## src/include/quirk_table.svh

```systemverilog
`ifndef QUIRK_TABLE_SVH
`define QUIRK_TABLE_SVH

// One entry per known header title
typedef struct packed {
	logic [95:0] title;                         // Twelve title bytes, zero padded at the end
	quirk_t      quirks;
} quirk_entry_t;

localparam int QUIRK_ENTRIES = 15;

// Flag bits from MSB are sram_off, memory_remap, gpio, tilt, solar
localparam quirk_entry_t QUIRK_TABLE [QUIRK_ENTRIES] = '{
	'{"ROCKY BOXING",             5'b10000},   // Save chip absent
	'{"DBZ LGCYGOKU",             5'b10000},
	'{{"IRIDIONII", 24'h0},       5'b10000},
	'{{"BOMBER MAN", 16'h0},      5'b11000},   // NES classic series
	'{{"CASTLEVANIA", 8'h0},      5'b11000},
	'{{"SUPER MARIO", 8'h0},      5'b11000},
	'{{"ZELDA 1", 40'h0},         5'b11000},
	'{"SUPER MARIO2",             5'b11000},
	'{"POKEMON EMER",             5'b00100},   // RTC on GPIO
	'{"POKEMON RUBY",             5'b00100},
	'{"POKEMON SAPP",             5'b00100},
	'{{"BOKTAI", 48'h0},          5'b00101},   // RTC plus light sensor
	'{"WARIOTWISTED",             5'b00100},   // Gyro
	'{{"YOSHI TOPSY", 8'h0},      5'b00010},
	'{"HAPPYPANECHU",             5'b00010}
};

`endif

```

## src/hdl/gba_loader_pkg.sv

```systemverilog
`default_nettype none

package gba_loader_pkg;

	//==========================================================================
	// Geometry and constants
	//==========================================================================
	localparam int ADDR_W      = 27;                // Download byte address
	localparam int DATA_W      = 16;                // Download half-word
	localparam int BIOS_ADDR_W = 12;                // BIOS RAM word address

	localparam logic [7:0] IDX_BIOS  = 8'd0;        // Slot 0 carries the BIOS image
	localparam logic [7:0] IDX_CHEAT = 8'd255;      // Last slot carries cheat records

	localparam logic [ADDR_W-1:0] ROM_BASE_RESET = ADDR_W'('hC0000); // ROM offset in game memory

	localparam int ROM_CREDITS   = 2;               // Writes the memory side can take at once
	localparam int CHEAT_CREDITS = 1;               // Cheat engine takes one record at a time

	// Cartridge header layout
	localparam int TITLE_ADDR = 'hA0;
	localparam int TITLE_LEN  = 12;
	localparam logic [71:0] FLASH_MARKER = "FLASH1M_V"; // Marks 128K flash carts

	//==========================================================================
	// Bus bundles
	//==========================================================================
	typedef struct packed {
		logic              active;                  // Download in progress
		logic [7:0]        index;                   // Slot selected by the host
		logic [ADDR_W-1:0] addr;                    // Byte address of the half-word
		logic [DATA_W-1:0] data;                    // Low byte comes first in the file
		logic              wr;                      // One beat
	} ioctl_t;

	typedef struct packed {
		logic [ADDR_W-1:0] addr;                    // Byte address in game memory
		logic [DATA_W-1:0] data;
	} rom_wr_t;

	typedef struct packed {
		logic                   wr;
		logic [BIOS_ADDR_W-1:0] addr;               // Word address
		logic [31:0]            data;
	} bios_wr_t;

	// Same field order as the cheat engine expects, flags in the top word
	typedef struct packed {
		logic [31:0] flags;
		logic [31:0] address;
		logic [31:0] compare;
		logic [31:0] replace;
	} cheat_code_t;

	typedef struct packed {
		logic sram_off;                             // Cart has no SRAM despite the save type
		logic memory_remap;                         // NES classics mirror their ROM
		logic gpio;                                 // RTC or sensor on the GPIO port
		logic tilt;
		logic solar;
	} quirk_t;

	typedef struct packed {
		logic              loaded;
		logic [1:0]        cart_type;
		logic              flash_1m;
		quirk_t            quirks;
		logic [ADDR_W-1:0] last_addr;
	} cart_info_t;

	typedef struct packed {
		logic              homebrew_bios;           // Keep the built-in BIOS
		logic              cheats_off;
		logic [ADDR_W-1:0] rom_base;
	} cfg_t;

	typedef struct packed {
		logic        wr;
		logic [1:0]  addr;
		logic [31:0] data;
	} reg_req_t;

endpackage

`default_nettype wire

```

## src/hdl/credit_sender.sv

```systemverilog
`timescale 1ns/1ps
`default_nettype none

module credit_sender #(
	parameter type PAYLOAD = logic,
	parameter int  CREDITS = 1
) (
	input  logic   clk_sys,
	input  logic   reset,
	input  logic   push,
	input  PAYLOAD item,
	output logic   full,
	output logic   valid,
	output PAYLOAD data,
	input  logic   credit
);
	typedef logic [$clog2(CREDITS+1)-1:0] credit_t;

	PAYLOAD     buf_q [2];            // Two-entry queue
	logic       wr_ptr;
	logic       rd_ptr;
	logic [1:0] count;                // Items held
	credit_t    credit_cnt;           // Credits still free at the receiver
	logic       accept;
	logic       send;
	logic       valid_q;
	PAYLOAD     data_q;

	assign full   = (count == 2'd2);
	assign accept = push && !full;
	// One idle cycle after each pulse keeps every item a separate one-cycle valid
	assign send   = (count != 2'd0) && (credit_cnt != '0) && !valid_q;

	always_ff @(posedge clk_sys) begin
		if (reset) begin
			wr_ptr     <= 1'b0;
			rd_ptr     <= 1'b0;
			count      <= 2'd0;
			credit_cnt <= credit_t'(CREDITS);
			valid_q    <= 1'b0;
		end else begin
			valid_q <= send;
			count   <= count + 2'(accept) - 2'(send);
			if (accept) wr_ptr <= ~wr_ptr;
			if (send)   rd_ptr <= ~rd_ptr;   // Oldest item leaves first
			if (send && !credit) begin
				credit_cnt <= credit_cnt - 1'b1;
			end else if (!send && credit && (credit_cnt != credit_t'(CREDITS))) begin
				credit_cnt <= credit_cnt + 1'b1;   // Saturates at CREDITS
			end
		end
	end

	always_ff @(posedge clk_sys) begin
		if (accept) buf_q[wr_ptr] <= item;
		if (send)   data_q        <= buf_q[rd_ptr];
	end

	assign valid = valid_q;
	assign data  = data_q;

endmodule

`default_nettype wire

```

## src/hdl/download_decode.sv

```systemverilog
`timescale 1ns/1ps
`default_nettype none

module download_decode (
	input  logic                        clk_sys,
	input  logic                        reset,
	input  gba_loader_pkg::ioctl_t      ioctl,
	input  gba_loader_pkg::cfg_t        cfg,
	output logic                        rom_push,
	output gba_loader_pkg::rom_wr_t     rom_item,
	input  logic                        rom_full,
	output logic                        cheat_push,
	output gba_loader_pkg::cheat_code_t cheat_item,
	input  logic                        cheat_full,
	output logic                        ioctl_wait,
	output gba_loader_pkg::bios_wr_t    bios,
	output logic                        cheat_clear
);
	import gba_loader_pkg::*;

	logic                   is_bios;
	logic                   is_cheat;
	logic                   is_cart;
	logic                   active_q;       // Previous active, for start detection
	logic                   dl_start;
	logic                   bios_wr_q;
	logic [BIOS_ADDR_W-1:0] bios_addr_q;
	logic [31:0]            bios_data_q;
	logic                   cheat_clear_q;
	cheat_code_t            code_q;         // Record under assembly

	//==========================================================================
	// Classification
	//==========================================================================
	assign is_bios  = ioctl.active && (ioctl.index == IDX_BIOS);
	assign is_cheat = ioctl.active && (ioctl.index == IDX_CHEAT);
	assign is_cart  = ioctl.active && !is_bios && !is_cheat; // Everything else is a game
	assign dl_start = ioctl.active && !active_q;

	assign ioctl_wait = rom_full | cheat_full;  // Host stalls on either backlog

	// Cartridge beats go straight into the memory sender
	assign rom_push      = is_cart && ioctl.wr;
	assign rom_item.addr = ioctl.addr + cfg.rom_base;
	assign rom_item.data = ioctl.data;

	// Offset 14 carries the last half-word, so it bypasses the record register
	assign cheat_push = is_cheat && ioctl.wr && (ioctl.addr[3:0] == 4'd14) && !cfg.cheats_off;
	assign cheat_item = '{flags:   code_q.flags,
	                      address: code_q.address,
	                      compare: code_q.compare,
	                      replace: {ioctl.data, code_q.replace[15:0]}};

	always_ff @(posedge clk_sys) begin
		if (reset) begin
			active_q      <= 1'b0;
			bios_wr_q     <= 1'b0;
			cheat_clear_q <= 1'b0;
		end else begin
			active_q      <= ioctl.active;
			cheat_clear_q <= dl_start && is_cheat;         // Engine drops old codes
			bios_wr_q     <= is_bios && ioctl.wr && ioctl.addr[1] && !cfg.homebrew_bios;
		end
	end

	//==========================================================================
	// BIOS words and cheat records
	//==========================================================================
	always_ff @(posedge clk_sys) begin
		if (is_bios && ioctl.wr && !cfg.homebrew_bios) begin
			if (!ioctl.addr[1]) begin
				bios_data_q[15:0] <= ioctl.data;             // Low half waits for its partner
			end else begin
				bios_data_q[31:16] <= ioctl.data;
				bios_addr_q        <= ioctl.addr[BIOS_ADDR_W+1:2];
			end
		end
		if (is_cheat && ioctl.wr) begin
			case (ioctl.addr[3:0])
				4'd0:    code_q.flags[15:0]    <= ioctl.data;
				4'd2:    code_q.flags[31:16]   <= ioctl.data;
				4'd4:    code_q.address[15:0]  <= ioctl.data;
				4'd6:    code_q.address[31:16] <= ioctl.data;
				4'd8:    code_q.compare[15:0]  <= ioctl.data;
				4'd10:   code_q.compare[31:16] <= ioctl.data;
				4'd12:   code_q.replace[15:0]  <= ioctl.data;
				default: ;                                   // Offset 14 completes the record
			endcase
		end
	end

	assign bios        = '{wr: bios_wr_q, addr: bios_addr_q, data: bios_data_q};
	assign cheat_clear = cheat_clear_q;

endmodule

`default_nettype wire

```

## src/hdl/cart_header_scan.sv

```systemverilog
`timescale 1ns/1ps
`default_nettype none

module cart_header_scan (
	input  logic                       clk_sys,
	input  logic                       reset,
	input  gba_loader_pkg::ioctl_t     ioctl,
	output gba_loader_pkg::cart_info_t info
);
	import gba_loader_pkg::*;

	`include "quirk_table.svh"

	logic                   cart_now;      // Cartridge download this cycle
	logic                   cart_q;
	logic                   cart_wr;
	logic [7:0]             byte0;         // Earlier byte of the half-word
	logic [7:0]             byte1;
	logic [63:0]            win_q;         // Last eight bytes seen
	logic                   marker_hit;
	logic [ADDR_W-1:0]      title_off;
	logic                   title_byte;
	logic                   title_end;
	logic [8*TITLE_LEN-1:0] title_q;
	quirk_t                 quirk_hit;
	cart_info_t             info_q;

	assign cart_now = ioctl.active && (ioctl.index != IDX_BIOS) && (ioctl.index != IDX_CHEAT);
	assign cart_wr  = cart_now && ioctl.wr;
	assign byte0    = ioctl.data[7:0];
	assign byte1    = ioctl.data[15:8];

	//==========================================================================
	// Flash marker search
	//==========================================================================
	// Marker may end on either byte of the incoming half-word
	assign marker_hit = ({win_q[55:0], byte0, byte1} == FLASH_MARKER) ||
	                    ({win_q, byte0} == FLASH_MARKER);

	always_ff @(posedge clk_sys) begin
		if (cart_wr) begin
			win_q <= {win_q[47:0], byte0, byte1};
		end
	end

	//==========================================================================
	// Title capture and quirk lookup
	//==========================================================================
	// Addresses below the title wrap to large offsets, so one compare bounds both sides
	assign title_off  = ioctl.addr - ADDR_W'(TITLE_ADDR);
	assign title_byte = title_off < ADDR_W'(TITLE_LEN);
	assign title_end  = ioctl.addr == ADDR_W'(TITLE_ADDR + TITLE_LEN);

	always_ff @(posedge clk_sys) begin
		if (cart_wr && title_byte) begin
			// First title byte lands in the top byte of the register
			title_q[(TITLE_LEN - 2 - int'(title_off[3:0])) * 8 +: 16] <= {byte0, byte1};
		end
	end

	always_comb begin
		quirk_hit = '0;
		for (int i = 0; i < QUIRK_ENTRIES; i++) begin
			if (title_q == QUIRK_TABLE[i].title) begin
				quirk_hit = quirk_hit | QUIRK_TABLE[i].quirks;
			end
		end
	end

	//==========================================================================
	// Cartridge information
	//==========================================================================
	always_ff @(posedge clk_sys) begin
		if (reset) begin
			cart_q <= 1'b0;
			info_q <= '0;
		end else begin
			cart_q <= cart_now;
			if (cart_now && !cart_q) begin             // New cartridge starts
				info_q.loaded    <= 1'b1;
				info_q.cart_type <= ioctl.index[7:6];  // Upper index bits select the cart kind
				info_q.flash_1m  <= 1'b0;
				info_q.quirks    <= '0;
			end
			if (cart_q && !cart_now) begin
				info_q.last_addr <= ioctl.addr;        // Host leaves the final address in place
			end
			if (cart_wr && marker_hit) begin
				info_q.flash_1m <= 1'b1;
			end
			if (cart_wr && title_end) begin
				info_q.quirks <= quirk_hit;            // Title register is complete here
			end
		end
	end

	assign info = info_q;

endmodule

`default_nettype wire

```

## src/hdl/loader_regs.sv

```systemverilog
`timescale 1ns/1ps
`default_nettype none

module loader_regs (
	input  logic                       clk_sys,
	input  logic                       reset,
	input  gba_loader_pkg::reg_req_t   reg_req,
	input  logic [1:0]                 reg_addr,
	output logic [31:0]                reg_rdata,
	input  gba_loader_pkg::cart_info_t info,
	output gba_loader_pkg::cfg_t       cfg
);
	import gba_loader_pkg::*;

	cfg_t cfg_q;

	//==========================================================================
	// Register writes
	//==========================================================================
	always_ff @(posedge clk_sys) begin
		if (reset) begin
			cfg_q <= '{homebrew_bios: 1'b0, cheats_off: 1'b0, rom_base: ROM_BASE_RESET};
		end else if (reg_req.wr) begin
			case (reg_req.addr)
				2'd0: begin                                      // Control
					cfg_q.homebrew_bios <= reg_req.data[0];
					cfg_q.cheats_off    <= reg_req.data[1];
				end
				2'd1:    cfg_q.rom_base <= reg_req.data[ADDR_W-1:0];
				default: ;                                       // Status is read only
			endcase
		end
	end

	// Read mux
	always_comb begin
		case (reg_addr)
			2'd0:    reg_rdata = {30'd0, cfg_q.cheats_off, cfg_q.homebrew_bios};
			2'd1:    reg_rdata = 32'(cfg_q.rom_base);
			2'd2:    reg_rdata = 32'({info.quirks, info.flash_1m, info.cart_type, info.loaded});
			default: reg_rdata = 32'(info.last_addr);
		endcase
	end

	assign cfg = cfg_q;

endmodule

`default_nettype wire

```

## src/hdl/gba_loader_top.sv

```systemverilog
`timescale 1ns/1ps
`default_nettype none

module gba_loader_top (
	input  logic                        clk_sys,
	input  logic                        reset,
	input  gba_loader_pkg::ioctl_t      ioctl,
	output logic                        ioctl_wait,
	output logic                        rom_valid,
	output gba_loader_pkg::rom_wr_t     rom_wr,
	input  logic                        rom_credit,
	output logic                        cheat_valid,
	output gba_loader_pkg::cheat_code_t cheat_code,
	input  logic                        cheat_credit,
	output logic                        cheat_clear,
	output gba_loader_pkg::bios_wr_t    bios,
	input  gba_loader_pkg::reg_req_t    reg_req,
	output logic [31:0]                 reg_rdata
);
	import gba_loader_pkg::*;

	cfg_t        cfg;
	cart_info_t  info;
	logic        rom_push;
	rom_wr_t     rom_item;
	logic        rom_full;
	logic        cheat_push;
	cheat_code_t cheat_item;
	logic        cheat_full;

	download_decode download_decode_i (
		.clk_sys, .reset, .ioctl, .cfg,
		.rom_push, .rom_item, .rom_full,
		.cheat_push, .cheat_item, .cheat_full,
		.ioctl_wait, .bios, .cheat_clear
	);

	cart_header_scan cart_header_scan_i (.clk_sys, .reset, .ioctl, .info);

	loader_regs loader_regs_i (
		.clk_sys, .reset, .reg_req,
		.reg_addr (reg_req.addr),           // Reads share the request address
		.reg_rdata, .info, .cfg
	);

	// Memory side
	credit_sender #(.PAYLOAD(rom_wr_t), .CREDITS(ROM_CREDITS)) rom_sender_i (
		.clk_sys, .reset,
		.push (rom_push), .item (rom_item), .full (rom_full),
		.valid (rom_valid), .data (rom_wr), .credit (rom_credit)
	);

	// Cheat engine side
	credit_sender #(.PAYLOAD(cheat_code_t), .CREDITS(CHEAT_CREDITS)) cheat_sender_i (
		.clk_sys, .reset,
		.push (cheat_push), .item (cheat_item), .full (cheat_full),
		.valid (cheat_valid), .data (cheat_code), .credit (cheat_credit)
	);

endmodule

`default_nettype wire

```

## config.mk

```make
export PLATFORM = sky130hd
export DESIGN_NAME = gba_loader_top
export DESIGN_NICKNAME = d
export VERILOG_FILES = /design/src/hdl/gba_loader_pkg.sv /design/src/hdl/credit_sender.sv /design/src/hdl/download_decode.sv /design/src/hdl/cart_header_scan.sv /design/src/hdl/loader_regs.sv /design/src/hdl/gba_loader_top.sv
export VERILOG_INCLUDE_DIRS = /design/src /design/src/include
export SDC_FILE = /design/constraint.sdc
export NUM_CORES = 1
export LEC_CHECK = 0
export ABC_CLOCK_PERIOD_IN_PS = 21300
export BUFFER_PORTS_ARGS = -buffer_cell sky130_fd_sc_hd__buf_2
export CAP_MARGIN = 40
export CELL_PAD_IN_SITES_DETAIL_PLACEMENT = 0
export CELL_PAD_IN_SITES_GLOBAL_PLACEMENT = 2
export CORE_ASPECT_RATIO = 0.5
export CORE_UTILIZATION = 40
export DETAILED_ROUTE_END_ITERATION = 10
export PLACE_DENSITY_LB_ADDON = 0.08
export REMOVE_ABC_BUFFERS = 1
export SLEW_MARGIN = 20
export SYNTH_ARGS = -nofsm -noshare
export SYNTH_HDL_FRONTEND = slang
export SYNTH_HIERARCHICAL = 1
export SYNTH_SLANG_ARGS = --single-unit
```

## constraint.sdc

```tcl
create_clock -name clk_sys -period 21.3 [get_ports clk_sys]
set_input_delay 2.13 -clock clk_sys [delete_from_list [all_inputs] [get_ports clk_sys]]
set_output_delay 2.13 -clock clk_sys [all_outputs]
set_load 0.05 [all_outputs]
```

==> results.toml <==
[clock_network]
clk_pin_slew_worst_paths_ns = 0.07
post-cts-setup-buffer-count = 0
cts_tree = "done"
clkSinkCount = 911
cts_resized = 0
cts_root_buf = "clkbuf_16"
htree_num_levels = 3
clk_latency_ns = 0.70
clk_path_buf_depth = 3
hold_buffers = 0
numCtsBuffers = 82

[route]
drt-initial-drc-count = 1759
routed_wirelength_microns = 96400
firstDrtPassIters = 5
dr_total_vias = 20600
antenna_left = 0
drc = 0
post_drt_wl_per_cell_microns = 24.7
viasPerCell = 5.27

[setup_path]
path_cells = "buf_2 -> inv_1 -> ha_1 -> nor2b_1 -> nand2_1 -> inv_1 -> ha_1 -> nor4b_1 -> nand4b_1 -> a221oi_1 -> nand4b_1 -> buf_6 -> nor2_1 -> and3_1"
worst_setup_path_start_kind = "input port"
slowest_stage = "ha_1"
cp.required_ns = 21.62
path_buf_inv = 4
critical_path_arrival_ns = 6.32
path_class = "input port to flop"
endpoint_kind = "flop"
max_stage_delay_ns = 0.75
cpLargestDelayFamily = "simple AND/OR/NAND/NOR gates"
path_max_fanout = 14

[hold_path]
hold_path.class = "flop to flop"

[global_routing]
grt_pass1_vias = 20600
overflow = 0
grt_max_degree = 83
grt_usage = 0.211
antenna_found_initial = 10
grt_pass1_wl_microns = 140000

[power]
switching_share = 0.329
netSwitchingPower_w = 0.00163
power_density_nw_per_um2 = 118
p_clk_frac = 0.319
p_seq_frac = 0.455
vdd_ir_drop_max_mv = 0.0728
p_leak_nw = 14.1
p_int_w = 0.00333
pwr-share-comb = 0.226

[layout]
syn_to_final_growth_pct = 16.8
instances_no_fill = 3902
fin_util = 0.475
final_common_cell = "edfxtp_1"
layout-drive-gt1-share = 0.268
nNetsFinal = 2778
final_cell_area_sq_um = 42200
final_cell_mix = "829 x edfxtp_1, 335 x buf_2, 163 x nor2_1, 144 x mux2_2, 111 x nand2_1"

[logic_synthesis]
synth_seq_cells = 911
synth_seq_area_share = 0.735
synth.avg_cell_area_sq_um = 15.9
synth-edff-count = 829
synthCells = 2273
netlist_area_sq_um = 36100
async_flop_share = 0
ys_types = 87
yosys_warnings = 6
synth-main-ff-cell = "edfxtp_1"

[floorplanning]
die_w_microns = 427
initial_core_util = 0.406
io_pins = 344
core-area_sq_um = 88800
fp.dieArea_sq_um = 91500
fp-row-count = 77
die_h_microns = 214

[timing]
fin_ws_ns = 15.29
hold_viol = 0
finalCritPeriodShare = 0.282
fin_tns_setup_ns = 0
maxSlewViolCount = 0
rsz0062_at_grt = "false"
timing.fmax_ghz = 0.166
fin_skew_ns = 0.0461
relSlewSlack = 0.377
worstMarginPinSlew_ns = 0.926
min_period_ns = 6.01
setup_viol_count_final = 0

[placement]
dpl.hpwl_microns = 62800
portBuffers = 333
dp_slack_ns = 13.97
gp_congestion = 0.900
placed_cell_area_sq_um = 39200
dp.cells = 3744

[job]
drv_cap = 0

[outcome]
status = "finished, final reports clean"
-- Yosys cell counts (all sizes together) (36+ instances only) --
library cell / number / share of area
dfxtp: 82 / 0.045
nand2b: 60 / 0.010
mux2: 188 / 0.059
nand4: 44 / 0.0076
nor3: 40 / 0.0057
mux2i: 57 / 0.016
nand3: 59 / 0.0082
nor2b: 41 / 0.0071
ha: 39 / 0.014
nor4: 44 / 0.0076
nor2: 170 / 0.018
a21oi: 59 / 0.0082
edfxtp: 829 / 0.69
nand2: 111 / 0.012
clkbuf: 36 / 0.0037
buf: 85 / 0.017
-- cells by family (layout without fill, tap and decap cells) --
group | count (synthesis) | in the layout | share of synthesized area
flip-flops | 911 | 911 | 0.735
AND/OR/NAND/NOR | 710 | 710 | 0.108
multiplexers | 247 | 247 | 0.0760
AO/OA/AOI/OAI | 186 | 186 | 0.0357
buffers and inverters | 146 | 583 | 0.0236
adder cells (fa/ha/maj) | 40 | 40 | 0.0141
XOR/XNOR | 32 | 32 | 0.00797
other | 1 | 8 | 0.000104
-- flip-flops by register name (all words and copies together) (netlist names), 2 cells and up --
name                           cells
loader_regs_i/cfg                 29
cheat_sender_i/data              128
download_decode_i/bios_data_q     32
cheat_sender_i/buf_q             256
download_decode_i/bios_addr_q     12
rom_sender_i/credit_cnt            2
cart_header_scan_i/title_q        96
download_decode_i/cheat_item     112
cheat_sender_i/count               2
cart_header_scan_i/info           36
rom_sender_i/buf_q                86
rom_sender_i/data                 43
cart_header_scan_i/win_q          64
rom_sender_i/count                 2
-- metrics by stage --
step | total power (W) | hold WS [ns]
floorplan | 0.00312 | 0.371
finish | 0.00496 | 0.396
detailed placement | 0.00344 | 0.386
CTS | 0.00503 | 0.399
global route | 0.00515 | 0.412
global placement | 0.00343 | 0.392
-- layer usage --
metal / vias to the layer above / GRT usage / share of wire
met5: - / 0 / 0
met4: 0 / 0.0662 / 0.027
met3: 150 / 0.0411 / 0.053
met2: 578 / 0.342 / 0.48
met1: 10300 / 0.285 / 0.44
li1: 9484 / - / -
-- final timing paths --
kind                                  start                             end  slack (ns)  depth (start not counted)
max                               ioctl[17]  cart_header_scan_i/title_q[52]       15.29                         14
min              download_decode_i/active_q   download_decode_i/cheat_clear        0.40                          1
max reg2reg  cart_header_scan_i/title_q[60]     cart_header_scan_i/info[31]       18.20                          7
min reg2reg      download_decode_i/active_q   download_decode_i/cheat_clear        0.40                          1
-- power by group through the flow --
stage / registers [W] / logic, W / clock network, W
2_1_floorplan: 0.00286 / 0.000262 / 0
3_3_place_gp: 0.00230 / 0.00113 / 0
3_5_place_dp: 0.00231 / 0.00114 / 0
4_1_cts: 0.00227 / 0.00114 / 0.00162
5_1_grt: 0.00228 / 0.00118 / 0.00169
6_report: 0.00226 / 0.00112 / 0.00158
-- final cells by class --
class	instances	area, sq um
inverters	25	101
multi-input cells	1220	8800
diodes	3	7.51
well taps	1185	1480
repair buffers	406	2370
clock inverters	57	733
flip-flops and latches	911	26500
fillers	7812	46700
clock buffers	95	2120
(Power assumes the default switching activity.)
